--- src/source/ps2_pkg.sv ---
package ps2_pkg;

  ////////////////////////////////////////////////////////////////////////////
  // line filter and frame timing
  ////////////////////////////////////////////////////////////////////////////

  // equal samples needed before a filtered line may flip
  localparam int unsigned filter_depth = 8;
  localparam int unsigned filter_cnt_w = $clog2(filter_depth);
  localparam logic [filter_cnt_w-1:0] filter_cnt_max = filter_cnt_w'(filter_depth - 1);

  // start + 8 data + parity + stop
  localparam int unsigned frame_bits = 11;

  // idle cycles inside a partial frame before it is thrown away
  localparam int unsigned frame_timeout_cycles = 2000;
  localparam int unsigned timeout_cnt_w = $clog2(frame_timeout_cycles);
  localparam logic [timeout_cnt_w-1:0] timeout_max =
    timeout_cnt_w'(frame_timeout_cycles - 1);

  ////////////////////////////////////////////////////////////////////////////
  // scancodes, set 2
  ////////////////////////////////////////////////////////////////////////////

  localparam logic [7:0] code_ext = 8'he0;  // extended prefix
  localparam logic [7:0] code_brk = 8'hf0;  // break prefix

  localparam logic [7:0] code_space = 8'h29;

  // digit keys, main row and keypad
  localparam logic [7:0] code_key1 = 8'h16;
  localparam logic [7:0] code_kp1  = 8'h69;
  localparam logic [7:0] code_key2 = 8'h1e;
  localparam logic [7:0] code_kp2  = 8'h72;
  localparam logic [7:0] code_key3 = 8'h26;
  localparam logic [7:0] code_kp3  = 8'h7a;
  localparam logic [7:0] code_key4 = 8'h25;
  localparam logic [7:0] code_kp4  = 8'h6b;  // also E0 prefixed left arrow
  localparam logic [7:0] code_key5 = 8'h2e;
  localparam logic [7:0] code_kp5  = 8'h73;
  localparam logic [7:0] code_key6 = 8'h36;
  localparam logic [7:0] code_kp6  = 8'h74;  // also E0 prefixed right arrow

  ////////////////////////////////////////////////////////////////////////////
  // event and output types
  ////////////////////////////////////////////////////////////////////////////

  // one key event after prefix folding
  typedef struct packed {
    logic [7:0] scancode;
    logic       released;  // F0 seen before the code
    logic       extended;  // E0 seen before the code
  } ps2_key_t;

  // single cycle start pulses for the self tests
  typedef struct packed {
    logic sram;
    logic sdram;
    logic sd;
    logic mouse;
  } test_start_t;

  // level outputs
  typedef struct packed {
    logic snes1;
    logic snes2;
    logic hide_text;  // follows the space bar
  } mode_state_t;

endpackage
--- src/source/switch_mode.sv ---
`timescale 1ns/1ns

module switch_mode (
  input  logic                 clk,
  input  logic                 arst_n,
  input  logic                 ps2_clk,
  input  logic                 ps2_data,
  output ps2_pkg::mode_state_t mode,
  output ps2_pkg::test_start_t test_start
);

  import ps2_pkg::*;

  logic     key_valid;
  ps2_key_t key;
  logic     plain_key;  // event without the E0 prefix
  logic     is_space;

  ////////////////////////////////////////////////////////////////////////////
  // keyboard receiver
  ////////////////////////////////////////////////////////////////////////////

  ps2_port i_port (
    .clk       (clk),
    .arst_n    (arst_n),
    .ps2_clk   (ps2_clk),
    .ps2_data  (ps2_data),
    .key_valid (key_valid),
    .key       (key)
  );

  assign plain_key = key_valid && !key.extended;
  assign is_space  = (key.scancode == code_space);

  ////////////////////////////////////////////////////////////////////////////
  // key to mode and test start mapping
  ////////////////////////////////////////////////////////////////////////////

  always_ff @(posedge clk or negedge arst_n) begin
    if (!arst_n) begin
      mode       <= '0;
      test_start <= '0;
    end else begin
      test_start <= '0;  // pulses last one cycle

      if (plain_key && is_space) begin
        mode.hide_text <= ~key.released;  // high while space is held
      end else if (plain_key && key.released) begin
        // other keys act on release only
        case (key.scancode)
          code_key1, code_kp1: begin
            mode.snes1 <= ~mode.snes1;
          end
          code_key2, code_kp2: begin
            mode.snes2 <= ~mode.snes2;
          end
          code_key3, code_kp3: begin
            test_start.sram <= 1'b1;
          end
          code_key4, code_kp4: begin
            test_start.sdram <= 1'b1;
          end
          code_key5, code_kp5: begin
            test_start.sd <= 1'b1;
          end
          code_key6, code_kp6: begin
            test_start.mouse <= 1'b1;
          end
          default: begin
            // unmapped key, nothing to do
          end
        endcase
      end
    end
  end

endmodule

--- src/source/ps2_port.sv ---
`timescale 1ns/1ns

module ps2_port (
  input  logic              clk,
  input  logic              arst_n,
  input  logic              ps2_clk,
  input  logic              ps2_data,
  output logic              key_valid,
  output ps2_pkg::ps2_key_t key
);

  import ps2_pkg::*;

  logic       clk_fall;
  logic       data_filtered;
  logic       byte_valid;
  logic [7:0] rx_byte;
  logic       frame_error;

  logic       ext_pending;  // E0 received, waiting for the code
  logic       brk_pending;  // F0 received, waiting for the code
  logic       is_ext;
  logic       is_brk;
  logic       key_byte;     // a real scancode arrived this cycle

  ////////////////////////////////////////////////////////////////////////////
  // pins to bytes
  ////////////////////////////////////////////////////////////////////////////

  ps2_line_filter i_filter (
    .clk           (clk),
    .arst_n        (arst_n),
    .ps2_clk       (ps2_clk),
    .ps2_data      (ps2_data),
    .clk_fall      (clk_fall),
    .data_filtered (data_filtered)
  );

  ps2_frame_rx i_rx (
    .clk           (clk),
    .arst_n        (arst_n),
    .clk_fall      (clk_fall),
    .data_filtered (data_filtered),
    .byte_valid    (byte_valid),
    .rx_byte       (rx_byte),
    .frame_error   (frame_error)
  );

  ////////////////////////////////////////////////////////////////////////////
  // prefix folding
  ////////////////////////////////////////////////////////////////////////////

  assign is_ext   = (rx_byte == code_ext);
  assign is_brk   = (rx_byte == code_brk);
  assign key_byte = byte_valid && !is_ext && !is_brk;

  always_ff @(posedge clk or negedge arst_n) begin
    if (!arst_n) begin
      ext_pending <= 1'b0;
      brk_pending <= 1'b0;
      key_valid   <= 1'b0;
    end else begin
      key_valid <= key_byte;  // prefixes never make an event
      if (frame_error) begin
        ext_pending <= 1'b0;  // a lost byte may have been part of the sequence
        brk_pending <= 1'b0;
      end else if (byte_valid) begin
        if (is_ext) begin
          ext_pending <= 1'b1;
        end else if (is_brk) begin
          brk_pending <= 1'b1;
        end else begin
          ext_pending <= 1'b0;  // event sent, start clean
          brk_pending <= 1'b0;
        end
      end
    end
  end

  // event payload, valid in the key_valid cycle only
  always_ff @(posedge clk) begin
    if (key_byte) begin
      key.scancode <= rx_byte;
      key.released <= brk_pending;
      key.extended <= ext_pending;
    end
  end

endmodule

--- src/source/ps2_frame_rx.sv ---
`timescale 1ns/1ns

module ps2_frame_rx (
  input  logic       clk,
  input  logic       arst_n,
  input  logic       clk_fall,
  input  logic       data_filtered,
  output logic       byte_valid,
  output logic [7:0] rx_byte,
  output logic       frame_error
);

  import ps2_pkg::*;

  logic [3:0]               bit_cnt;     // bits taken so far in this frame
  logic [frame_bits-1:0]    shift_q;     // lsb first, newest bit enters at the top
  logic [frame_bits-1:0]    frame_next;  // shift_q with the current bit added
  logic [timeout_cnt_w-1:0] idle_cnt;
  logic                     last_bit;    // the 11th falling edge
  logic                     start_ok;
  logic                     parity_ok;
  logic                     stop_ok;
  logic                     frame_ok;

  ////////////////////////////////////////////////////////////////////////////
  // frame assembly and checks
  ////////////////////////////////////////////////////////////////////////////

  assign frame_next = {data_filtered, shift_q[frame_bits-1:1]};
  assign last_bit   = clk_fall && (bit_cnt == 4'(frame_bits - 1));

  // layout after 11 bits: [0] start, [8:1] data, [9] parity, [10] stop
  assign start_ok  = ~frame_next[0];
  assign parity_ok = ^frame_next[9:1];  // odd parity over data and parity
  assign stop_ok   = frame_next[10];
  assign frame_ok  = start_ok && parity_ok && stop_ok;

  // payload registers
  always_ff @(posedge clk) begin
    if (clk_fall) begin
      shift_q <= frame_next;
    end
    if (last_bit) begin
      rx_byte <= frame_next[8:1];
    end
  end

  ////////////////////////////////////////////////////////////////////////////
  // bit counter, idle timeout and strobes
  ////////////////////////////////////////////////////////////////////////////

  always_ff @(posedge clk or negedge arst_n) begin
    if (!arst_n) begin
      bit_cnt     <= '0;
      idle_cnt    <= '0;
      byte_valid  <= 1'b0;
      frame_error <= 1'b0;
    end else begin
      byte_valid  <= last_bit && frame_ok;   // one cycle after the last fall
      frame_error <= last_bit && !frame_ok;

      if (clk_fall) begin
        idle_cnt <= '0;
        if (last_bit) begin
          bit_cnt <= '0;  // frame done, wait for the next start bit
        end else begin
          bit_cnt <= bit_cnt + 4'd1;
        end
      end else if (bit_cnt != '0) begin
        // partial frame with a silent clock
        if (idle_cnt == timeout_max) begin
          bit_cnt  <= '0;  // drop it quietly, no strobe
          idle_cnt <= '0;
        end else begin
          idle_cnt <= idle_cnt + 1'b1;
        end
      end
    end
  end

endmodule

--- src/source/ps2_line_filter.sv ---
`timescale 1ns/1ns

module ps2_line_filter (
  input  logic clk,
  input  logic arst_n,
  input  logic ps2_clk,
  input  logic ps2_data,
  output logic clk_fall,
  output logic data_filtered
);

  import ps2_pkg::*;

  logic [1:0] pin_raw;   // [1] clock, [0] data
  logic [1:0] line_filt;
  logic       clk_filt;
  logic       clk_prev;  // filtered clock one cycle back

  assign pin_raw = {ps2_clk, ps2_data};

  ////////////////////////////////////////////////////////////////////////////
  // per line sync and glitch filter
  ////////////////////////////////////////////////////////////////////////////

  for (genvar i = 0; i < 2; i++) begin : g_line
    logic                    sync_q1;
    logic                    sync_q2;
    logic                    level_q;    // filtered level
    logic [filter_cnt_w-1:0] agree_cnt;  // samples that disagree with level_q

    always_ff @(posedge clk or negedge arst_n) begin
      if (!arst_n) begin
        sync_q1   <= 1'b1;  // idle bus is high
        sync_q2   <= 1'b1;
        level_q   <= 1'b1;
        agree_cnt <= '0;
      end else begin
        sync_q1 <= pin_raw[i];
        sync_q2 <= sync_q1;
        if (sync_q2 == level_q) begin
          agree_cnt <= '0;  // glitch over, start again
        end else if (agree_cnt == filter_cnt_max) begin
          level_q   <= sync_q2;  // held long enough
          agree_cnt <= '0;
        end else begin
          agree_cnt <= agree_cnt + 1'b1;
        end
      end
    end

    assign line_filt[i] = level_q;
  end

  assign clk_filt      = line_filt[1];
  assign data_filtered = line_filt[0];

  // edge detect on the filtered clock
  always_ff @(posedge clk or negedge arst_n) begin
    if (!arst_n) begin
      clk_prev <= 1'b1;
    end else begin
      clk_prev <= clk_filt;
    end
  end

  assign clk_fall = clk_prev & ~clk_filt;  // same cycle as the filtered fall

endmodule

--- config.mk ---
export PLATFORM = sky130hd
export DESIGN_NAME = switch_mode
export DESIGN_NICKNAME = d
export VERILOG_FILES = /design/src/source/ps2_pkg.sv /design/src/source/switch_mode.sv /design/src/source/ps2_port.sv /design/src/source/ps2_frame_rx.sv /design/src/source/ps2_line_filter.sv
export SDC_FILE = /design/constraint.sdc
export NUM_CORES = 1
export LEC_CHECK = 0
export BUFFER_PORTS_ARGS = -buffer_cell sky130_fd_sc_hd__buf_4
export CAP_MARGIN = 20
export CORE_MARGIN = 3
export CORE_UTILIZATION = 30
export CTS_CLUSTER_SIZE = 10
export DETAILED_ROUTE_END_ITERATION = 10
export PLACE_DENSITY_LB_ADDON = 0.08
export SLEW_MARGIN = 20
export SYNTH_ARGS = -nofsm -noshare
export SYNTH_HDL_FRONTEND = slang
export SYNTH_SLANG_ARGS = --single-unit
--- constraint.sdc ---
create_clock -name clk -period 2.2 [get_ports clk]
set_clock_uncertainty 0.05 [all_clocks]
set_input_delay 0.55 -clock clk [delete_from_list [all_inputs] [get_ports clk]]
set_output_delay 0.55 -clock clk [all_outputs]
set_load 0.02 [all_outputs]
* Word-level counts from Yosys, hierarchy flattened
Index checks and enable logic that the tools add are counted.
** Operators by class
- Add/sub/neg operators :: 4
- Eq/ne operators :: 23
- Muxes and demuxes :: 25
- Bitwise gates (word level) :: 9
- Reduce and logical (&&, ||, !) cells :: 32
** Operators by type and width (number)
- $eq 8x7->1 const B :: 6
- $eq 8x6->1 const B :: 5
- $mux 11 :: 3
- $mux 4 :: 6
- $eq 8x5->1 const B :: 2
- $eq 8x8->1 const B :: 2
- $mux 1 :: 12
- $mux 3 :: 4
- $reduce_or 2->1 :: 6
- $add 11x1->11 const B :: 1
- $eq 11x11->1 const B :: 1
- $logic_and 1x1->1 :: 10
- $reduce_and 2->1 :: 5
- $reduce_xor 9->1 :: 1
- $not 1->1 :: 8
- $add 3x1->3 const B :: 2
- $eq 3x3->1 const B :: 2
- $reduce_and 3->1 :: 2
- $reduce_bool 2->1 :: 3
- $add 4x1->4 const B :: 1
- $eq 4x4->1 const B :: 1
- $logic_not 1->1 :: 4
- $reduce_bool 4->1 :: 1
- $ne 3x2->1 const B :: 1
- other kinds (3) :: 4
** Word-level totals
- Register bits after elaboration :: 69
- Input port bits :: 4

* Longest topological paths before layout
- Word-level depth :: 5
- Gate-level depth with buffers :: 7
- Gate-level depth less buffers :: 6

* Hierarchy
A second synthesis with hierarchy kept.
** Second synthesis, totals
- Cell total of the unflattened synthesis :: 212
- Area total of the unflattened synthesis :: 2917.8 sq um
** By module, submodules not included
- ps2_frame_rx :: instances 1, cells each 119, area an instance 1536.5 sq um
- ps2_line_filter :: instances 1, cells each 28, area an instance 483.0 sq um
- switch_mode :: instances 1, cells each 44, area an instance 466.7 sq um
- ps2_port :: instances 1, cells each 21, area an instance 431.7 sq um

* Worst setup path before layout
OpenSTA, ideal clock, no wires.
- Path type :: reg2reg
- From :: register i_port.i_rx.idle_cnt[0]
- To :: register i_port.i_rx.idle_cnt[10]
- Library setup time :: 119 ps
- Arrival :: 1701 ps
- Required time :: 2031 ps
- Path slack :: 330 ps
- Cell stages (with the launch flop) :: 7
- Clock period less this slack :: 1870 ps
- Cells stage by stage :: dfrtp_1 -> ha_1 -> nand3_1 -> or4_1 -> buf_6 -> a21oi_4 -> o21ba_1
** On the way
- Word-level cells in the longest chain between the ends :: 4
- Elaborated cells between the ends (all ways) :: 5
- Those cells by class :: add/sub: 1; eq/ne: 1; mux: 3
** RTL lines
- start, declared :: RTL line ps2_frame_rx.sv:18 : logic [timeout_cnt_w-1:0] idle_cnt;
- start signal, assigned :: RTL line ps2_frame_rx.sv:75 : idle_cnt <= idle_cnt + 1'b1;
- $add 11x1->11 or $eq 11x11->1 (tied branches) :: RTL line ps2_frame_rx.sv:75, ps2_frame_rx.sv:71
- $mux 11 (*) :: RTL line ps2_frame_rx.sv:71 : if (idle_cnt == timeout_max) begin
- $mux 11 (*) :: RTL line ps2_frame_rx.sv:69 : end else if (bit_cnt != '0) begin
- $mux 11 (*) :: RTL line ps2_frame_rx.sv:62 : if (clk_fall) begin
Every way passes the cells marked *; elsewhere a longest branch is shown, timed or not. The select of a mux whose other input is x is not followed.
A chain may end at the register's enable or synchronous reset.

* Worst setup path in the final report
Ends and elaborated chain as after synthesis.

==> out/results.tsv <==
metric	value	unit
status	complete, no violations	
number of flops mapped to enable cells by yosys	28	
CP max FO	8	
CP max-delay cell	or4_1	
area of the multi-input gates	957	um^2
Syn-to-layout area delta	14.8	%
root buffer cell	clkbuf_8	
Detail Placement HPWL	3320	um
H-tree depth	3	
DRT iter0 DRCs	83	
setup slack, reg-to-reg	0.16	ns
Yosys cell types	48	
clk buf depth	2	
TritonCTS Buffers	9	
CP Cell Sequence	ha_1 -> nand3_1 -> or4_1 -> a21oi_4 -> o21ba_1	
I/O Buffers	10	
post-DR wirelength/cell	12.5	um
GRT Residual Overflow	0	
Crit. End Element	flip-flop	
actual slew at the worst max-slew pin	0.520	ns
CTS tree	built	
# IOs	11	
Syn Inst Count	221	
vias post-DR	1682	
register area share after synthesis	64.5	%
layout cell share with drive strength beyond 1	17.7	%
Clk Latency, worst-skew pair	0.34	ns
clock-pin slew of the registers on the worst-case setup and hold paths	0.07	ns
final hold vios	0	
die span in x	104	um
final wirelength	4710	um
1st-pass router iterations	4	
family with the most delay on the worst path	simple AND/OR/NAND/NOR gates	
Worst setup startpoint	i_port.i_rx.idle_cnt[0]	
Post-route DRC	0	
Area after DPL	3130	um^2
LEAKAGE	1.31	nW
unrepaired setup endpoints after global routing	no	
final worst path period share	92.7	%
Synth Register Bits	68	
first-pass GRT wire length	8440	um
DIE AREA	10800	um^2
Most used DFF post-synth	dfrtp_1	
die height	104	um
CP startpoint kind	flip-flop	
Critical R2R Capture	i_port.i_rx.idle_cnt[10]	
ys async rst share	58.8	%
power density of the placed cells	995	nW/um^2
Mapped Avg Cell Area	13.0	um^2
initial antenna violation count	0	
Power Total	0.00328	W
synthesized area	2870	um^2
R2R depth	5	
Arrival @ worst endpoint	2.22	ns
largest net degree at the start of global routing	41	
Final WS setup	0.160	ns
crit path buf inv count	0	
max-cap viol count	0	
Net count, final	256	
Antenna Nets Post-Route	0	
setup TNS	0	ns
CTS sink count	68	
max-slew violations	0	
row cnt	35	
CP Class	flip-flop to flip-flop	
maximum clock rate	490	MHz
core area	9280	um^2
Via density	4.45	
pre-CTS WS	0.175	ns
Post-Syn Nets	233	
register area	1850	um^2
Peak VDD IR	0.279	mV
# diodes	0	
Final setup viols	0	
CTS Hold Bufs	0	
post-CTS sizing	0	
fin area	3290	um^2
initial core utilization	30.9	%
GPL Wtd Cong	0.776	
reg2reg start	i_port.i_rx.idle_cnt[0]	
postcts setup bufs	0	
hold crit path type	primary input to async pin	
Worst EP required	2.38	ns
GRT Resource Usage Total	9.79	%
minimum clock period	2.04	ns
Syn. warnings	0	
Relative slew margins	65.3	%
vias in the first global route	1790	
CP max stage delay	0.71	ns
Layout fillers	901	
## sequential cells by signal, indices dropped and copies added, names as in the netlist, 2 cells and up
name and flops:
i_port.i_rx.rx_byte 8, i_port.i_rx.idle_cnt 11, i_port.i_rx.bit_cnt 4, i_port.i_rx.shift_q 10
test_start 4, mode 3, i_port.i_filter.g_line.agree_cnt 6, i_port.key 10
i_port.i_filter.g_line.sync_q2 2, i_port.i_filter.g_line.sync_q1 2
## metal layers
| layer | routed length, um | global-route usage, % | up-vias |
|---|---|---|---|
| met5 | 0 | 0 | - |
| met4 | 80 | 3.99 | 0 |
| met3 | 204 | 3.68 | 9 |
| met2 | 2180 | 15.5 | 34 |
| met1 | 2240 | 12.1 | 792 |
| li1 | - | - | 847 |
## kinds of logic after synthesis
kind of cell             Yosys count  share of synthesized area, %
XOR/XNOR                          15                          5.06
multiplexers                       3                          1.09
AO/OA/AOI/OAI                     34                          8.25
AND/OR/NAND/NOR                   79                          15.5
adder cells (fa/ha/maj)            8                          3.49
flip-flops                        68                          64.5
buffers and inverters             14                          2.09
## report_power, final
group | total, W | leakage [nW] | switching (W) | internal [W]
logic | 0.000723 | 0.452 | 0.000393 | 0.000330
registers | 0.00170 | 0.776 | 0.000143 | 0.00156
clock network | 0.000854 | 0.0791 | 0.000451 | 0.000403
## cell type report
cell class | count | area share (%)
clock inverter | 5 | 0.912
inverter | 9 | 1.03
multi-input combinational | 139 | 29.1
timing repair buffer | 17 | 3.88
sequential | 68 | 56.2
clock buffer | 11 | 3.99
tap | 129 | 4.90
## Yosys cell counts, drive strengths merged (3+ instances only)
master | number | area (um^2)
dfrtp | 33 | 826
edfxtp | 28 | 841
nand2 | 17 | 63.8
xnor2 | 12 | 105
nor2 | 11 | 41.3
nand3 | 10 | 50.1
inv | 9 | 33.8
a21oi | 8 | 51.3
ha | 8 | 100
dfstp | 7 | 184
o21ai | 7 | 35.0
nor3 | 6 | 30.0
nor3b | 5 | 42.5
and2 | 4 | 25.0
clkbuf | 4 | 15.0
nand4b | 4 | 35.0
o211ai | 4 | 30.0
o31ai | 4 | 30.0
nand2b | 3 | 18.8
nor2b | 3 | 18.8
nor4 | 3 | 18.8
## per-stage QoR
step / cells / util (%) / hold slack (ns)
detailed placement: 362 / 33.7 / 0.299
CTS: 378 / 35.5 / 0.141
global route: 378 / 35.5 / 0.148
global placement: 362 / 33.7 / 0.296
floorplan: 221 / - / 0.204
finish: 378 / 35.5 / 0.130
## layout by cell type, fill, tap and decap left out, types with 4 or more instances in the layout
cell type	count
nand4b_1	4
xnor2_1	12
ha_1	8
nand2_1	17
clkbuf_8	9
edfxtp_1	28
dfstp_2	7
buf_4	17
o21ai_0	7
nor2_1	11
nand3_1	10
o211ai_1	4
nor3b_1	4
inv_1	9
nor3_1	6
dfrtp_1	33
a21oi_1	7
o31ai_1	4
## worst max path at each step
stage                                    end  slack [ns]  cells after the start
floorplan           i_port.i_rx.idle_cnt[10]        0.33                      6
global placement    i_port.i_rx.idle_cnt[10]        0.17                      5
detailed placement  i_port.i_rx.idle_cnt[10]        0.18                      5
CTS                 i_port.i_rx.idle_cnt[10]        0.15                      5
global route        i_port.i_rx.idle_cnt[10]        0.04                      5
finish              i_port.i_rx.idle_cnt[10]        0.16                      5
No activity file was read; power rests on OpenSTA's default activity.
